File: src/logic/turfio_cin_pkg.sv
package turfio_cin_pkg;

    // lane geometry
    localparam int NUM_LANES = 8;
    localparam int LANE_BITS = 3;

    // each lane delivers one nibble per clock
    localparam int NIBBLE_W = 4;
    localparam int WORD_W = 32;
    localparam int NIBBLES_PER_WORD = 8;

    // nibble phase counter inside a word
    localparam int PHASE_W = 3;

    // bit boundary offset, 32 positions
    localparam int SLIP_BITS = 5;

    // pattern sent by the far end while training
    localparam logic [WORD_W-1:0] TRAIN_WORD = 32'hA55A6996;

    // register address is {lane, register}
    localparam int ADDR_W = 7;
    localparam int REG_SEL_W = ADDR_W - LANE_BITS;

    // per-lane register map
    // ctrl bit 0 is lane reset, bit 1 is lock request
    localparam logic [REG_SEL_W-1:0] REG_CTRL = 4'd0;
    // status bit 0 is locked, bits 5:1 are the slip offset
    localparam logic [REG_SEL_W-1:0] REG_STATUS = 4'd1;
    // latched error count of the last full interval
    localparam logic [REG_SEL_W-1:0] REG_BITERR = 4'd2;
    // newest assembled word
    localparam logic [REG_SEL_W-1:0] REG_CAPTURE = 4'd3;
    // write only, any write slips one bit
    localparam logic [REG_SEL_W-1:0] REG_BITSLIP = 4'd4;
    // interval length in words, zero stops counting
    localparam logic [REG_SEL_W-1:0] REG_INTERVAL = 4'd5;

    // error count and interval width
    localparam int BITERR_W = 24;

endpackage

File: src/logic/cin_word_deser.sv
module cin_word_deser
    import turfio_cin_pkg::*;
(
    input  logic                 cin_clk_i,
    input  logic                 lane_rst_i,
    input  logic [NIBBLE_W-1:0]  nibble_i,
    input  logic                 slip_i,
    output logic [WORD_W-1:0]    word_o,
    output logic                 word_valid_o,
    output logic [SLIP_BITS-1:0] slip_offset_o
);

    // nibble from the last clock, low half of the history window
    logic [NIBBLE_W-1:0]        prev_nib;
    // two nibbles, earliest bit at bit 0
    logic [2*NIBBLE_W-1:0]      window;
    // nibble starting at the sub-nibble offset
    logic [NIBBLE_W-1:0]        aligned_nib;
    // first seven aligned nibbles of the word in flight
    logic [WORD_W-NIBBLE_W-1:0] acc;
    logic [PHASE_W-1:0]         phase;
    // slip waits here until the current word is finished
    logic                       slip_pend;
    // drop one nibble when the sub-nibble offset wraps
    logic                       skip;
    logic                       word_done;
    logic                       apply_slip;

    assign window = {nibble_i, prev_nib};
    assign aligned_nib = window[slip_offset_o[1:0] +: NIBBLE_W];
    assign word_done = (phase == PHASE_W'(NIBBLES_PER_WORD - 1));
    // boundary only moves between words so no word gets split
    assign apply_slip = slip_pend && word_done;

    // datapath
    always_ff @(posedge cin_clk_i) begin
        prev_nib <= nibble_i;
        if (!skip) begin
            // newest nibble enters at the top
            acc <= {aligned_nib, acc[WORD_W-NIBBLE_W-1:NIBBLE_W]};
        end
        if (word_done) begin
            word_o <= {aligned_nib, acc};
        end
    end

    // control
    always_ff @(posedge cin_clk_i) begin
        if (lane_rst_i) begin
            phase <= '0;
            slip_offset_o <= '0;
            slip_pend <= 1'b0;
            skip <= 1'b0;
            word_valid_o <= 1'b0;
        end else begin
            word_valid_o <= word_done;
            // phase wraps by itself after the eighth nibble
            if (skip) begin
                skip <= 1'b0;
            end else begin
                phase <= phase + PHASE_W'(1);
            end
            if (slip_i) begin
                slip_pend <= 1'b1;
            end else if (apply_slip) begin
                slip_pend <= 1'b0;
            end
            if (apply_slip) begin
                slip_offset_o <= slip_offset_o + SLIP_BITS'(1);
                // 3 -> 0 means the boundary crossed into the next nibble
                if (slip_offset_o[1:0] == 2'b11) begin
                    skip <= 1'b1;
                end
            end
        end
    end

endmodule

File: src/logic/cin_lane_align.sv
module cin_lane_align
    import turfio_cin_pkg::*;
(
    input  logic              cin_clk_i,
    input  logic              lane_rst_i,
    input  logic              lock_req_i,
    input  logic [WORD_W-1:0] word_i,
    input  logic              word_valid_i,
    output logic              slip_o,
    output logic              locked_o,
    output logic              out_valid_o
);

    typedef enum logic [1:0] {
        ST_HUNT,
        ST_SKIP,
        ST_LOCKED
    } align_state_t;

    align_state_t state;
    logic         train_match;

    assign train_match = (word_i == TRAIN_WORD);

    always_ff @(posedge cin_clk_i) begin
        // dropping the request is treated like a lane reset here
        if (lane_rst_i || !lock_req_i) begin
            state <= ST_HUNT;
            slip_o <= 1'b0;
        end else begin
            slip_o <= 1'b0;
            case (state)
                ST_HUNT: begin
                    if (word_valid_i) begin
                        if (train_match) begin
                            state <= ST_LOCKED;
                        end else begin
                            // one bit later, and let the old-boundary word pass
                            slip_o <= 1'b1;
                            state <= ST_SKIP;
                        end
                    end
                end
                ST_SKIP: begin
                    // this word still sits on the old boundary
                    if (word_valid_i) begin
                        state <= ST_HUNT;
                    end
                end
                ST_LOCKED: begin
                    state <= ST_LOCKED;
                end
                default: begin
                    state <= ST_HUNT;
                end
            endcase
        end
    end

    assign locked_o = (state == ST_LOCKED);
    // no back-pressure, every locked word goes straight out
    assign out_valid_o = locked_o && word_valid_i;

    a_lock_needs_req: assert property (@(posedge cin_clk_i) disable iff (lane_rst_i)
        !lock_req_i |=> !locked_o);

endmodule

File: src/logic/biterr_interval_counter.sv
module biterr_interval_counter
    import turfio_cin_pkg::*;
(
    input  logic                cin_clk_i,
    input  logic                lane_rst_i,
    input  logic [BITERR_W-1:0] interval_i,
    input  logic                word_valid_i,
    input  logic                word_err_i,
    output logic [BITERR_W-1:0] count_o
);

    // words seen in this interval
    logic [BITERR_W-1:0] word_cnt;
    logic [BITERR_W-1:0] err_acc;
    // last interval value, a change restarts the count
    logic [BITERR_W-1:0] interval_q;
    logic [BITERR_W-1:0] err_inc;
    logic                last_word;

    assign err_inc = BITERR_W'(word_err_i);
    // >= so a shorter interval written mid-run still closes
    assign last_word = word_valid_i && (word_cnt >= interval_i - BITERR_W'(1));

    always_ff @(posedge cin_clk_i) begin
        if (lane_rst_i) begin
            word_cnt <= '0;
            err_acc <= '0;
            interval_q <= '0;
            count_o <= '0;
        end else begin
            interval_q <= interval_i;
            if (interval_i == '0 || interval_i != interval_q) begin
                // idle or restarting, count_o keeps the last result
                word_cnt <= '0;
                err_acc <= '0;
            end else if (last_word) begin
                // final word of the interval is included
                count_o <= err_acc + err_inc;
                word_cnt <= '0;
                err_acc <= '0;
            end else if (word_valid_i) begin
                word_cnt <= word_cnt + BITERR_W'(1);
                err_acc <= err_acc + err_inc;
            end
        end
    end

endmodule

File: src/logic/cin_lane.sv
module cin_lane
    import turfio_cin_pkg::*;
(
    input  logic                 cin_clk_i,
    input  logic                 rst,
    input  logic [NIBBLE_W-1:0]  nibble_i,
    input  logic                 we_i,
    input  logic [REG_SEL_W-1:0] reg_i,
    input  logic [WORD_W-1:0]    wdata_i,
    output logic [WORD_W-1:0]    rdata_o,
    output logic [WORD_W-1:0]    word_o,
    output logic                 word_valid_o
);

    // bit 0 lane reset, bit 1 lock request
    logic [1:0]           ctrl_q;
    logic [BITERR_W-1:0]  interval_q;
    logic [WORD_W-1:0]    capture_q;
    logic                 lane_rst;
    logic                 manual_slip;
    logic                 align_slip;
    logic                 slip;
    logic                 deser_valid;
    logic [SLIP_BITS-1:0] slip_offset;
    logic                 locked;
    logic                 word_err;
    logic [BITERR_W-1:0]  biterr_count;

    assign lane_rst = rst || ctrl_q[0];
    // write strobe on the bitslip register is the slip itself
    assign manual_slip = we_i && (reg_i == REG_BITSLIP);
    assign slip = manual_slip || align_slip;
    assign word_err = (word_o != TRAIN_WORD);

    always_ff @(posedge cin_clk_i) begin
        if (rst) begin
            ctrl_q <= '0;
            interval_q <= '0;
            capture_q <= '0;
        end else begin
            if (we_i && reg_i == REG_CTRL) begin
                ctrl_q <= wdata_i[1:0];
            end
            if (we_i && reg_i == REG_INTERVAL) begin
                interval_q <= wdata_i[BITERR_W-1:0];
            end
            // capture follows every word, locked or not
            if (deser_valid) begin
                capture_q <= word_o;
            end
        end
    end

    // readback for the selected register
    always_comb begin
        case (reg_i)
            REG_CTRL:     rdata_o = WORD_W'(ctrl_q);
            REG_STATUS:   rdata_o = WORD_W'({slip_offset, locked});
            REG_BITERR:   rdata_o = WORD_W'(biterr_count);
            REG_CAPTURE:  rdata_o = capture_q;
            REG_INTERVAL: rdata_o = WORD_W'(interval_q);
            default:      rdata_o = '0;
        endcase
    end

    cin_word_deser u_deser (
        .cin_clk_i     (cin_clk_i),
        .lane_rst_i    (lane_rst),
        .nibble_i      (nibble_i),
        .slip_i        (slip),
        .word_o        (word_o),
        .word_valid_o  (deser_valid),
        .slip_offset_o (slip_offset)
    );

    cin_lane_align u_align (
        .cin_clk_i    (cin_clk_i),
        .lane_rst_i   (lane_rst),
        .lock_req_i   (ctrl_q[1]),
        .word_i       (word_o),
        .word_valid_i (deser_valid),
        .slip_o       (align_slip),
        .locked_o     (locked),
        .out_valid_o  (word_valid_o)
    );

    // only locked words count
    biterr_interval_counter u_biterr (
        .cin_clk_i    (cin_clk_i),
        .lane_rst_i   (lane_rst),
        .interval_i   (interval_q),
        .word_valid_i (word_valid_o),
        .word_err_i   (word_err),
        .count_o      (biterr_count)
    );

endmodule

File: src/logic/cin_reg_access.sv
module cin_reg_access
    import turfio_cin_pkg::*;
(
    input  logic                           cin_clk_i,
    input  logic                           rst,
    input  logic                           req_valid_i,
    output logic                           req_ready_o,
    input  logic                           req_we_i,
    input  logic [ADDR_W-1:0]              req_addr_i,
    input  logic [WORD_W-1:0]              req_wdata_i,
    output logic                           resp_valid_o,
    input  logic                           resp_ready_i,
    output logic [WORD_W-1:0]              resp_rdata_o,
    output logic [WORD_W-1:0]              lane_wdata_o,
    output logic [NUM_LANES-1:0]           lane_we_o,
    output logic [NUM_LANES*REG_SEL_W-1:0] lane_reg_o,
    input  logic [NUM_LANES*WORD_W-1:0]    lane_rdata_i
);

    logic                 accept;
    logic [LANE_BITS-1:0] lane_sel;
    logic [REG_SEL_W-1:0] reg_sel;
    logic [WORD_W-1:0]    sel_rdata;

    // upper bits pick the lane, lower bits the register
    assign lane_sel = req_addr_i[ADDR_W-1 -: LANE_BITS];
    assign reg_sel = req_addr_i[REG_SEL_W-1:0];

    // one request in flight at a time
    assign req_ready_o = !resp_valid_o;
    assign accept = req_valid_i && req_ready_o;

    assign lane_wdata_o = req_wdata_i;
    assign sel_rdata = lane_rdata_i[lane_sel*WORD_W +: WORD_W];

    // every lane sees the register number, only one gets the strobe
    always_comb begin
        for (int i = 0; i < NUM_LANES; i++) begin
            lane_we_o[i] = accept && req_we_i && (lane_sel == LANE_BITS'(i));
            lane_reg_o[i*REG_SEL_W +: REG_SEL_W] = reg_sel;
        end
    end

    always_ff @(posedge cin_clk_i) begin
        if (rst) begin
            resp_valid_o <= 1'b0;
        end else if (accept) begin
            resp_valid_o <= 1'b1;
        end else if (resp_ready_i) begin
            resp_valid_o <= 1'b0;
        end
    end

    // readback sampled on the accepting edge
    always_ff @(posedge cin_clk_i) begin
        if (accept) begin
            // writes answer with zero
            resp_rdata_o <= req_we_i ? '0 : sel_rdata;
        end
    end

    // held response must not change under the consumer
    a_resp_stable: assert property (@(posedge cin_clk_i) disable iff (rst)
        resp_valid_o && !resp_ready_i |=> resp_valid_o && $stable(resp_rdata_o));

    // each acceptance opens a response that blocks the next request
    a_single_outstanding: assert property (@(posedge cin_clk_i) disable iff (rst)
        accept |=> resp_valid_o && !accept);

endmodule

File: src/logic/turfio_cin_if.sv
module turfio_cin_if
    import turfio_cin_pkg::*;
(
    input  logic                          cin_clk_i,
    input  logic                          rst,
    input  logic                          req_valid_i,
    output logic                          req_ready_o,
    input  logic                          req_we_i,
    input  logic [ADDR_W-1:0]             req_addr_i,
    input  logic [WORD_W-1:0]             req_wdata_i,
    output logic                          resp_valid_o,
    input  logic                          resp_ready_i,
    output logic [WORD_W-1:0]             resp_rdata_o,
    input  logic [NUM_LANES*NIBBLE_W-1:0] cin_data_i,
    output logic [NUM_LANES*WORD_W-1:0]   cin_word_o,
    output logic [NUM_LANES-1:0]          cin_valid_o
);

    // shared register bus toward the lanes
    logic [WORD_W-1:0]              lane_wdata;
    logic [NUM_LANES-1:0]           lane_we;
    logic [NUM_LANES*REG_SEL_W-1:0] lane_reg;
    logic [NUM_LANES*WORD_W-1:0]    lane_rdata;

    cin_reg_access u_reg_access (
        .cin_clk_i    (cin_clk_i),
        .rst          (rst),
        .req_valid_i  (req_valid_i),
        .req_ready_o  (req_ready_o),
        .req_we_i     (req_we_i),
        .req_addr_i   (req_addr_i),
        .req_wdata_i  (req_wdata_i),
        .resp_valid_o (resp_valid_o),
        .resp_ready_i (resp_ready_i),
        .resp_rdata_o (resp_rdata_o),
        .lane_wdata_o (lane_wdata),
        .lane_we_o    (lane_we),
        .lane_reg_o   (lane_reg),
        .lane_rdata_i (lane_rdata)
    );

    // lane 0 sits in the lowest slice of every packed bus
    for (genvar i = 0; i < NUM_LANES; i++) begin : g_lane
        cin_lane u_lane (
            .cin_clk_i    (cin_clk_i),
            .rst          (rst),
            .nibble_i     (cin_data_i[i*NIBBLE_W +: NIBBLE_W]),
            .we_i         (lane_we[i]),
            .reg_i        (lane_reg[i*REG_SEL_W +: REG_SEL_W]),
            .wdata_i      (lane_wdata),
            .rdata_o      (lane_rdata[i*WORD_W +: WORD_W]),
            .word_o       (cin_word_o[i*WORD_W +: WORD_W]),
            .word_valid_o (cin_valid_o[i])
        );
    end

endmodule

File: config.mk
export PLATFORM = sky130hd
export DESIGN_NAME = turfio_cin_if
export DESIGN_NICKNAME = d
export VERILOG_FILES = /design/src/logic/turfio_cin_pkg.sv /design/src/logic/cin_word_deser.sv /design/src/logic/cin_lane_align.sv /design/src/logic/biterr_interval_counter.sv /design/src/logic/cin_lane.sv /design/src/logic/cin_reg_access.sv /design/src/logic/turfio_cin_if.sv
export SDC_FILE = /design/constraint.sdc
export NUM_CORES = 2
export LEC_CHECK = 0
export ABC_AREA = 1
export BUFFER_PORTS_ARGS = -buffer_cell sky130_fd_sc_hd__buf_2
export CAP_MARGIN = 0
export CORE_UTILIZATION = 40
export DETAILED_ROUTE_END_ITERATION = 7
export SYNTH_ARGS = -nofsm -noshare
export SYNTH_HDL_FRONTEND = slang
export SYNTH_SLANG_ARGS = --single-unit
File: constraint.sdc
create_clock -name cin_clk_i -period 3.96 [get_ports cin_clk_i]
set_clock_uncertainty 0.1 [all_clocks]
set_input_delay 0.198 -clock cin_clk_i [delete_from_list [all_inputs] [get_ports cin_clk_i]]
set_output_delay 0.198 -clock cin_clk_i [all_outputs]
set_load 0.02 [all_outputs]
==> After elaboration in Yosys (flattened, before gate mapping) <==
Index checks and enable logic that the tools add are counted.
{ "totals": {"regBits": 1889, "in_bits": 76, "word_cells": 551} }
{ "classes": {"addsub": 40, "order_cmp": 8, "n_eq_ne": 84, "shift": 9, "muxes": 74, "bitwise": 32, "reduce_logical": 166} }
{ "ops": {"columns": ["operator", "count"], "rows": [
  ["32-bit one-hot mux with 5 select lines", 8],
  ["32-bit equality test, second input constant", 8],
  ["32-bit inequality test, second input constant", 8],
  ["256-bit by 9-bit variable part select with 32-bit output", 1],
  ["24-bit by 1-bit adder with 24-bit output", 8],
  ["24-bit by 1-bit adder with 24-bit output, second input constant", 8],
  ["24-bit >= comparator", 8],
  ["24-bit logical NOT", 8],
  ["24-bit inequality test", 8],
  ["24-bit by 1-bit subtractor with 24-bit output, second input constant", 8],
  ["8-bit by 3-bit variable part select with 4-bit output", 8],
  ["1-bit logical AND", 58],
  ["2-bit two-way mux", 24],
  ["2-bit one-hot mux with 3 select lines", 8],
  ["3-bit OR reduction", 16],
  ["5-bit by 1-bit adder with 5-bit output, second input constant", 8],
  ["3-bit equality test, second input constant", 12],
  ["1-bit two-way mux", 34],
  ["2-bit equality test, second input constant", 16],
  ["1-bit logical OR", 32],
  ["2-bit by 1-bit inequality test with 1-bit output, second input constant", 16],
  ["1-bit inverter", 32],
  ["2-bit AND reduction", 16],
  ["3-bit by 1-bit adder with 3-bit output, second input constant", 8],
  ["other kinds (12)", 52]
]} }

==> Logic depth before layout (Yosys ltp) <==
{ "depth": {"ltp_word": 7, "ltp_mapped": 26, "depth_no_buf": 25} }

==> Cells and area by module <==
Synthesis repeated with hierarchy kept, for this count alone.
{ "unflattened": {"hier_cells": 13710, "hier_area_um2": 97942.7} }
{ "modules_own_cells": {"columns": ["mod", "n_inst", "cells_per_inst", "area_per_inst_um2", "seq_area_each_um2"], "rows": [
  ["biterr_interval_counter at g_lane[0].u_lane.u_biterr ...", 7, 900, 5838.1, 1921.8],
  ["cin_lane", 8, 518, 3159.3, 1161.1],
  ["cin_word_deser at g_lane[2].u_lane.u_deser ...", 3, 139, 2424.8, 2102.0],
  ["cin_word_deser at g_lane[4].u_lane.u_deser ...", 3, 137, 2409.8, 2102.0],
  ["biterr_interval_counter at g_lane[7].u_lane.u_biterr", 1, 912, 5836.8, 1921.8],
  ["cin_word_deser at g_lane[0].u_lane.u_deser ...", 2, 139, 2423.6, 2102.0],
  ["cin_reg_access", 1, 744, 4031.4, 980.9],
  ["cin_lane_align", 8, 63, 322.8, 60.1]
]} }

==> Least setup slack after synthesis <==
Ideal clock, no wire load.
{ "synth_path": {"path_kind": "register to register", "start": "register g_lane[6].u_lane.interval_q[0]", "end": "register g_lane[6].u_lane.u_biterr.count_o[13]", "setup_ns": 0.113, "arrival_time_ns": 3.193, "t_required_ns": 3.747, "path_slack_ns": 0.554, "stages_incl_launch_ff": 25, "period_less_slack_ns": 3.406, "path_cell_list": "dfxtp_1 > inv_1 > ha_1 > nand3_1 > nor2_1 > nand3b_1 > nor2_1 > nand4_1 > nor2_1 > nand3_1 > nand2_1 > inv_1 > ha_1 > nand2_1 > nor2_1 > nand2_1 > nor2_1 > nand2_1 > nor2_1 > nand2_1 > a21oi_1 > clkbuf_1 > nand3_1 > nand2_1 > nor2_1"} }
{ "synth_via": {"elab_chain_len": 4, "word_cells_on_any_way": 8} }
{ "synth_lines": {"columns": ["element", "line", "source"], "rows": [
  ["from (decl)", "cin_lane.sv:17", "logic [BITERR_W-1:0] interval_q;"],
  ["from (signal assigned)", "cin_lane.sv:45", "interval_q <= wdata_i[BITERR_W-1:0];"],
  ["24-bit by 1-bit subtractor with 24-bit output (tied with other cells)", "biterr_interval_counter.sv:22", "assign last_word = word_valid_i && (word_cnt >= interval_i - BITERR_W'(1));"],
  ["24-bit >= comparator / 1-bit logical OR (equally long branches)", "biterr_interval_counter.sv:22, biterr_interval_counter.sv:32", null],
  ["1-bit logical AND / 1-bit inverter (equally long branches)", null, null],
  ["2-bit AND reduction (no line) *", null, null],
  ["to (signal assigned)", "biterr_interval_counter.sv:38", "count_o <= err_acc + err_inc;"],
  ["to (decl)", "biterr_interval_counter.sv:9", "output logic [BITERR_W-1:0] count_o"]
]} }
Mark *: on every way between the ends. The rest lies on a longest branch, timed or not.
A chain may end at the register's enable or synchronous reset.

==> Worst setup path after layout <==
{ "layout_path": {"start": "input port req_addr_i[0]", "end": "register u_reg_access.resp_rdata_o[18], data pin"} }
{ "layout_via": {"elab_chain_len": 3, "word_cells_on_any_way": 14} }
{ "layout_lines": {"columns": ["element", "line", "source"], "rows": [
  ["from (decl)", "turfio_cin_if.sv:9", "input logic [ADDR_W-1:0] req_addr_i,"],
  ["4-bit by 3-bit equality test with 1-bit output (tied with other cells)", "cin_lane.sv:56", "case (reg_i)"],
  ["32-bit one-hot mux with 5 select lines", "cin_lane.sv:56", null],
  ["256-bit by 9-bit variable part select with 32-bit output *", "cin_reg_access.sv:34", "assign sel_rdata = lane_rdata_i[lane_sel*WORD_W +: WORD_W];"],
  ["to (signal assigned)", "cin_reg_access.sv:58", "resp_rdata_o <= req_we_i ? '0 : sel_rdata;"],
  ["to (decl)", "cin_reg_access.sv:13", "output logic [WORD_W-1:0] resp_rdata_o,"]
]} }
Marked as above.

==> metrics.csv <==
stage;metric;value;unit
yosys;Synth Flop Type;dfxtp_1;
placed_design;area of placed instances;94100;um2
grt;largest net degree at the start of global routing;113;
routing;Metal-1 WL;138000;um
yosys;xor/xnor share of the synthesized area;4.33;%
yosys;post-synthesis mux area share;0.0903;%
sta;final number of hold-violating endpoints;0;
grt;first-pass GRT wire length;476000;um
sta;fin crit period;3750;ps
yosys;Yosys top cell area share;31.1;%
yosys;area leader, netlist;dfxtp_1;
grt;total gr overflow;0;
die;row count;172;
run;max_cap viols;1;
power;Gate power share;3.3;%
cts;CTS tree;yes;
critical_path;CP endpoint kind;flop;
sta;Slew Viols, Final;2;
routing;Avg WL per Cell;21.5;um
yosys;YS warnings;0;
cts;Max Buffers Root-to-Sink;3;
layout;layout cells sized above 1;9.04;%
die;Die ar.;224000;um2
critical_path;FF-to-FF path depth;21;
layout;layout filler cell count;21882;
power;Pint;31900;uW
routing;drt pass-1 iters;7;
critical_path;maximum fanout along the worst path;26;
critical_path;Worst Path Required;4440;ps
placed_design;placer congestion estimate;1.02;
die;Die H;473;um
die;die width;473;um
critical_path;Reg2Reg Setup Slack;300;ps
yosys;synth top area cells;dfxtp_1 31%, edfxtp_1 17%, nand2_1 11%, nor2_1 9.2%, inv_1 4.7%;
routing;Met2 Routed Length;141000;um
power;fraction of power spent switching nets;23.1;%
routing;DR WL met3;27100;um
layout;Nets;12337;
routing;number of vias per cell;5.26;
sta;final period utilization;94.7;%
yosys;Post-synth top cells;2608 x nand2_1, 2179 x nor2_1, 1377 x dfxtp_1;
yosys;async set-reset flop share out of synthesis;0;%
yosys;compound-gate portion of the synthesized area;10.0;%
yosys;number of synthesized flops with an enable pin;512;
critical_path;RR Startpoint;g_lane[7].u_lane.interval_q[2];
cts;CTS buffer count;204;
run_status;failing checks;capacitance limit, slew limit;
power;leakage power;0.0416;uW
yosys;count leader, synth;nand2_1;
critical_path;Critical Path AT;4230;ps
cts;clk root buf;clkbuf_16;
layout;Sequential Area;42900;um2
grt;vias in the first global route;73968;
sta;Worst slew margin;-3.93;%
routing;DRC viols;0;
yosys;register area share after synthesis;48.4;%
power;Psw;9610;uW
routing;antenna viol nets, final;0;
yosys;Mapped Nets;11938;
die;Initial Utilization;40.3;%
die;count of boundary I/O pins;374;
cts;Sink Count;1889;
yosys;synthesized flop and latch total;1889;
yosys;Avg Inst Size Synth;7.63;um2
critical_path;crit path to;u_reg_access.resp_rdata_o[18];
cts;H-tree depth;4;
grt;initial antenna violation count;27;
yosys;largest family of logic cells by synthesized area;simple AND/OR/NAND/NOR gates;
hold_path;Hold Crit Class;input pin to flop;
placed_design;PortBufs;365;
routing;initial detailed-routing violation count;8388;
die;Core Area;220000;um2
sta;# setup viols final;0;
cts;clk_lat worst skew;900;ps
grt;total track usage;28.4;%
sta;Max Clk Rate;267;MHz
cts;CTS clk-pin slew, worst paths;60;ps
critical_path;worst setup path startpoint;req_addr_i[0];
layout;Multi-input gate area;39300;um2
yosys;gate count after technology mapping;11614;
power;total power;41500;uW
power;pwr dens;406;nW/um2
yosys;library cells used by synthesis;56;
power;worst vdd ir;0.000422;V
routing;routed vias;79970;
run_status;outcome;finished, violations left;
layout;Syn-to-layout area delta;15.4;%
layout;Final Cell Area;102000;um2
yosys;Post-Synth Adder-Cell Area;3.50;%
critical_path;RR Endpoint;g_lane[7].u_lane.u_biterr.word_cnt[18];
critical_path;crit start category;input pin;
routing;final wirelength;327000;um
power;Seq pwr share;48.6;%
routing;top layer in use;met5;
placed_design;DP Wirelength;244000;um
yosys;Mapped Area;88700;um2
power;Clock power frac;48.1;%
critical_path;crit path kind;input pin to flop;
sta;worst slew pin tran;1540;ps
yosys;Post-Synth Simple-Gate Area;26.2;%
==> cells by family (layout without fill, tap and decap cells) <==
logic type,count (synthesis),in the layout
AO/OA/AOI/OAI,1650,1650
multiplexers,8,8
AND/OR/NAND/NOR,5710,5710
buffers and inverters,1671,2248
adder cells (fa/ha/maj),248,248
other,0,41
XOR/XNOR,438,438
flip-flops,1889,1889
==> worst min-delay path by stage <==
| stage | start | to | slack (ps) | depth (start not counted) |
|---|---|---|---|---|
| 6_report | resp_ready_i | u_reg_access.resp_valid_o | 80 | 4 |
| 5_1_grt | cin_data_i[1] | g_lane[0].u_lane.u_deser.prev_nib[1] | 50 | 2 |
| 4_1_cts | cin_data_i[1] | g_lane[0].u_lane.u_deser.prev_nib[1] | 30 | 2 |
| 3_5_place_dp | cin_data_i[7] | g_lane[1].u_lane.u_deser.prev_nib[3] | 200 | 1 |
| 3_3_place_gp | cin_data_i[7] | g_lane[1].u_lane.u_deser.prev_nib[3] | 200 | 1 |
| 2_1_floorplan | cin_data_i[0] | g_lane[0].u_lane.u_deser.prev_nib[0] | 130 | 0 |
==> metal layers <==
layer	track usage [%]	vias up
li1	-	38348
met5	0	-
met2	42.7	3116
met1	37.8	37872
met4	17.0	8
met3	5.36	626
==> through the flow <==
stage          hold slack, ps  util [%]  std cells  TNS [ps]  setup WS (ps)
2_1_floorplan             126         -      11614         0            554
3_3_place_gp              200      42.8      14665         0            119
3_5_place_dp              202      42.8      14665         0           40.9
4_1_cts                  29.9      46.4      15145         0           22.1
5_1_grt                  46.8      46.5      15168     -3.45          -3.45
6_report                 80.0      46.5      15190         0            210
==> flip-flops by register name (all words and copies together), names as in the netlist, 16 cells and up <==
name                                 count
g_lane.u_lane.ctrl_q                    16
g_lane.u_lane.u_deser.acc              224
g_lane.u_lane.u_deser.slip_offset_o     40
g_lane.u_lane.u_deser.phase             24
g_lane.u_lane.u_deser.prev_nib          32
u_reg_access.resp_rdata_o               32
g_lane.u_lane.capture_q                256
g_lane.u_lane.u_biterr.interval_q      192
g_lane.u_lane.interval_q               192
g_lane.u_lane.u_biterr.count_o         192
g_lane.u_lane.u_biterr.word_cnt        192
g_lane.u_lane.u_deser.word_o           256
g_lane.u_lane.u_align.state             16
g_lane.u_lane.u_biterr.err_acc         192
==> power groups by stage <==
stage          Combinational [uW]  Clock, uW  Sequential (uW)
2_1_floorplan                 616          0            20600
5_1_grt                      1440      21000            20200
3_3_place_gp                 1240          0            20600
3_5_place_dp                 1250          0            20600
4_1_cts                      1340      20200            20200
6_report                     1380      20000            20200
==> area by class of cell <==
class / count / area share, %
sequential: 1889 / 42.0
multi-input combinational: 8054 / 38.4
clock buffer: 289 / 5.74
timing repair buffer: 657 / 4.57
inverter: 1207 / 4.44
tap: 2958 / 3.62
clock inverter: 95 / 1.12
antenna: 41 / 0.100
==> critical path: stages <==
cell and delay, ps:
dlygate4sd3_1 590, buf_2 160, inv_1 60, nor2_2 280, nand2_4 420, inv_1 390, buf_4 270, nor2_1 60
nor2_1 130, dlygate4sd3_1 570, buf_4 150, o21ai_0 280, nor2_1 630
==> cells in the final DEF, fill, tap and decap left out, types with 41 or more instances in the layout <==
master,instances
clkbuf_1,45
nor3_1,191
o21ai_0,803
nand4_1,262
buf_4,161
inv_1,1115
nor2_1,2155
diode_2,41
dfxtp_1,1377
clkbuf_16,211
dlygate4sd3_1,96
o211ai_1,110
nor2_2,42
xor2_1,358
buf_2,365
xnor2_1,80
ha_1,242
inv_2,76
nand2_1,2605
edfxtp_1,512
a21oi_1,591
nand3_1,316
==> repair_timing <==
| item | CTS | global route |
|---|---|---|
| buffers inserted | 0 | 2 |
| hold buffers | 96 | 0 |
| hold endpoints to repair | 293 | 0 |
| endpoints found under the setup margin | 0 | 502 |
| resized for setup | 0 | 38 |
No activity file was read; power rests on OpenSTA's default activity.
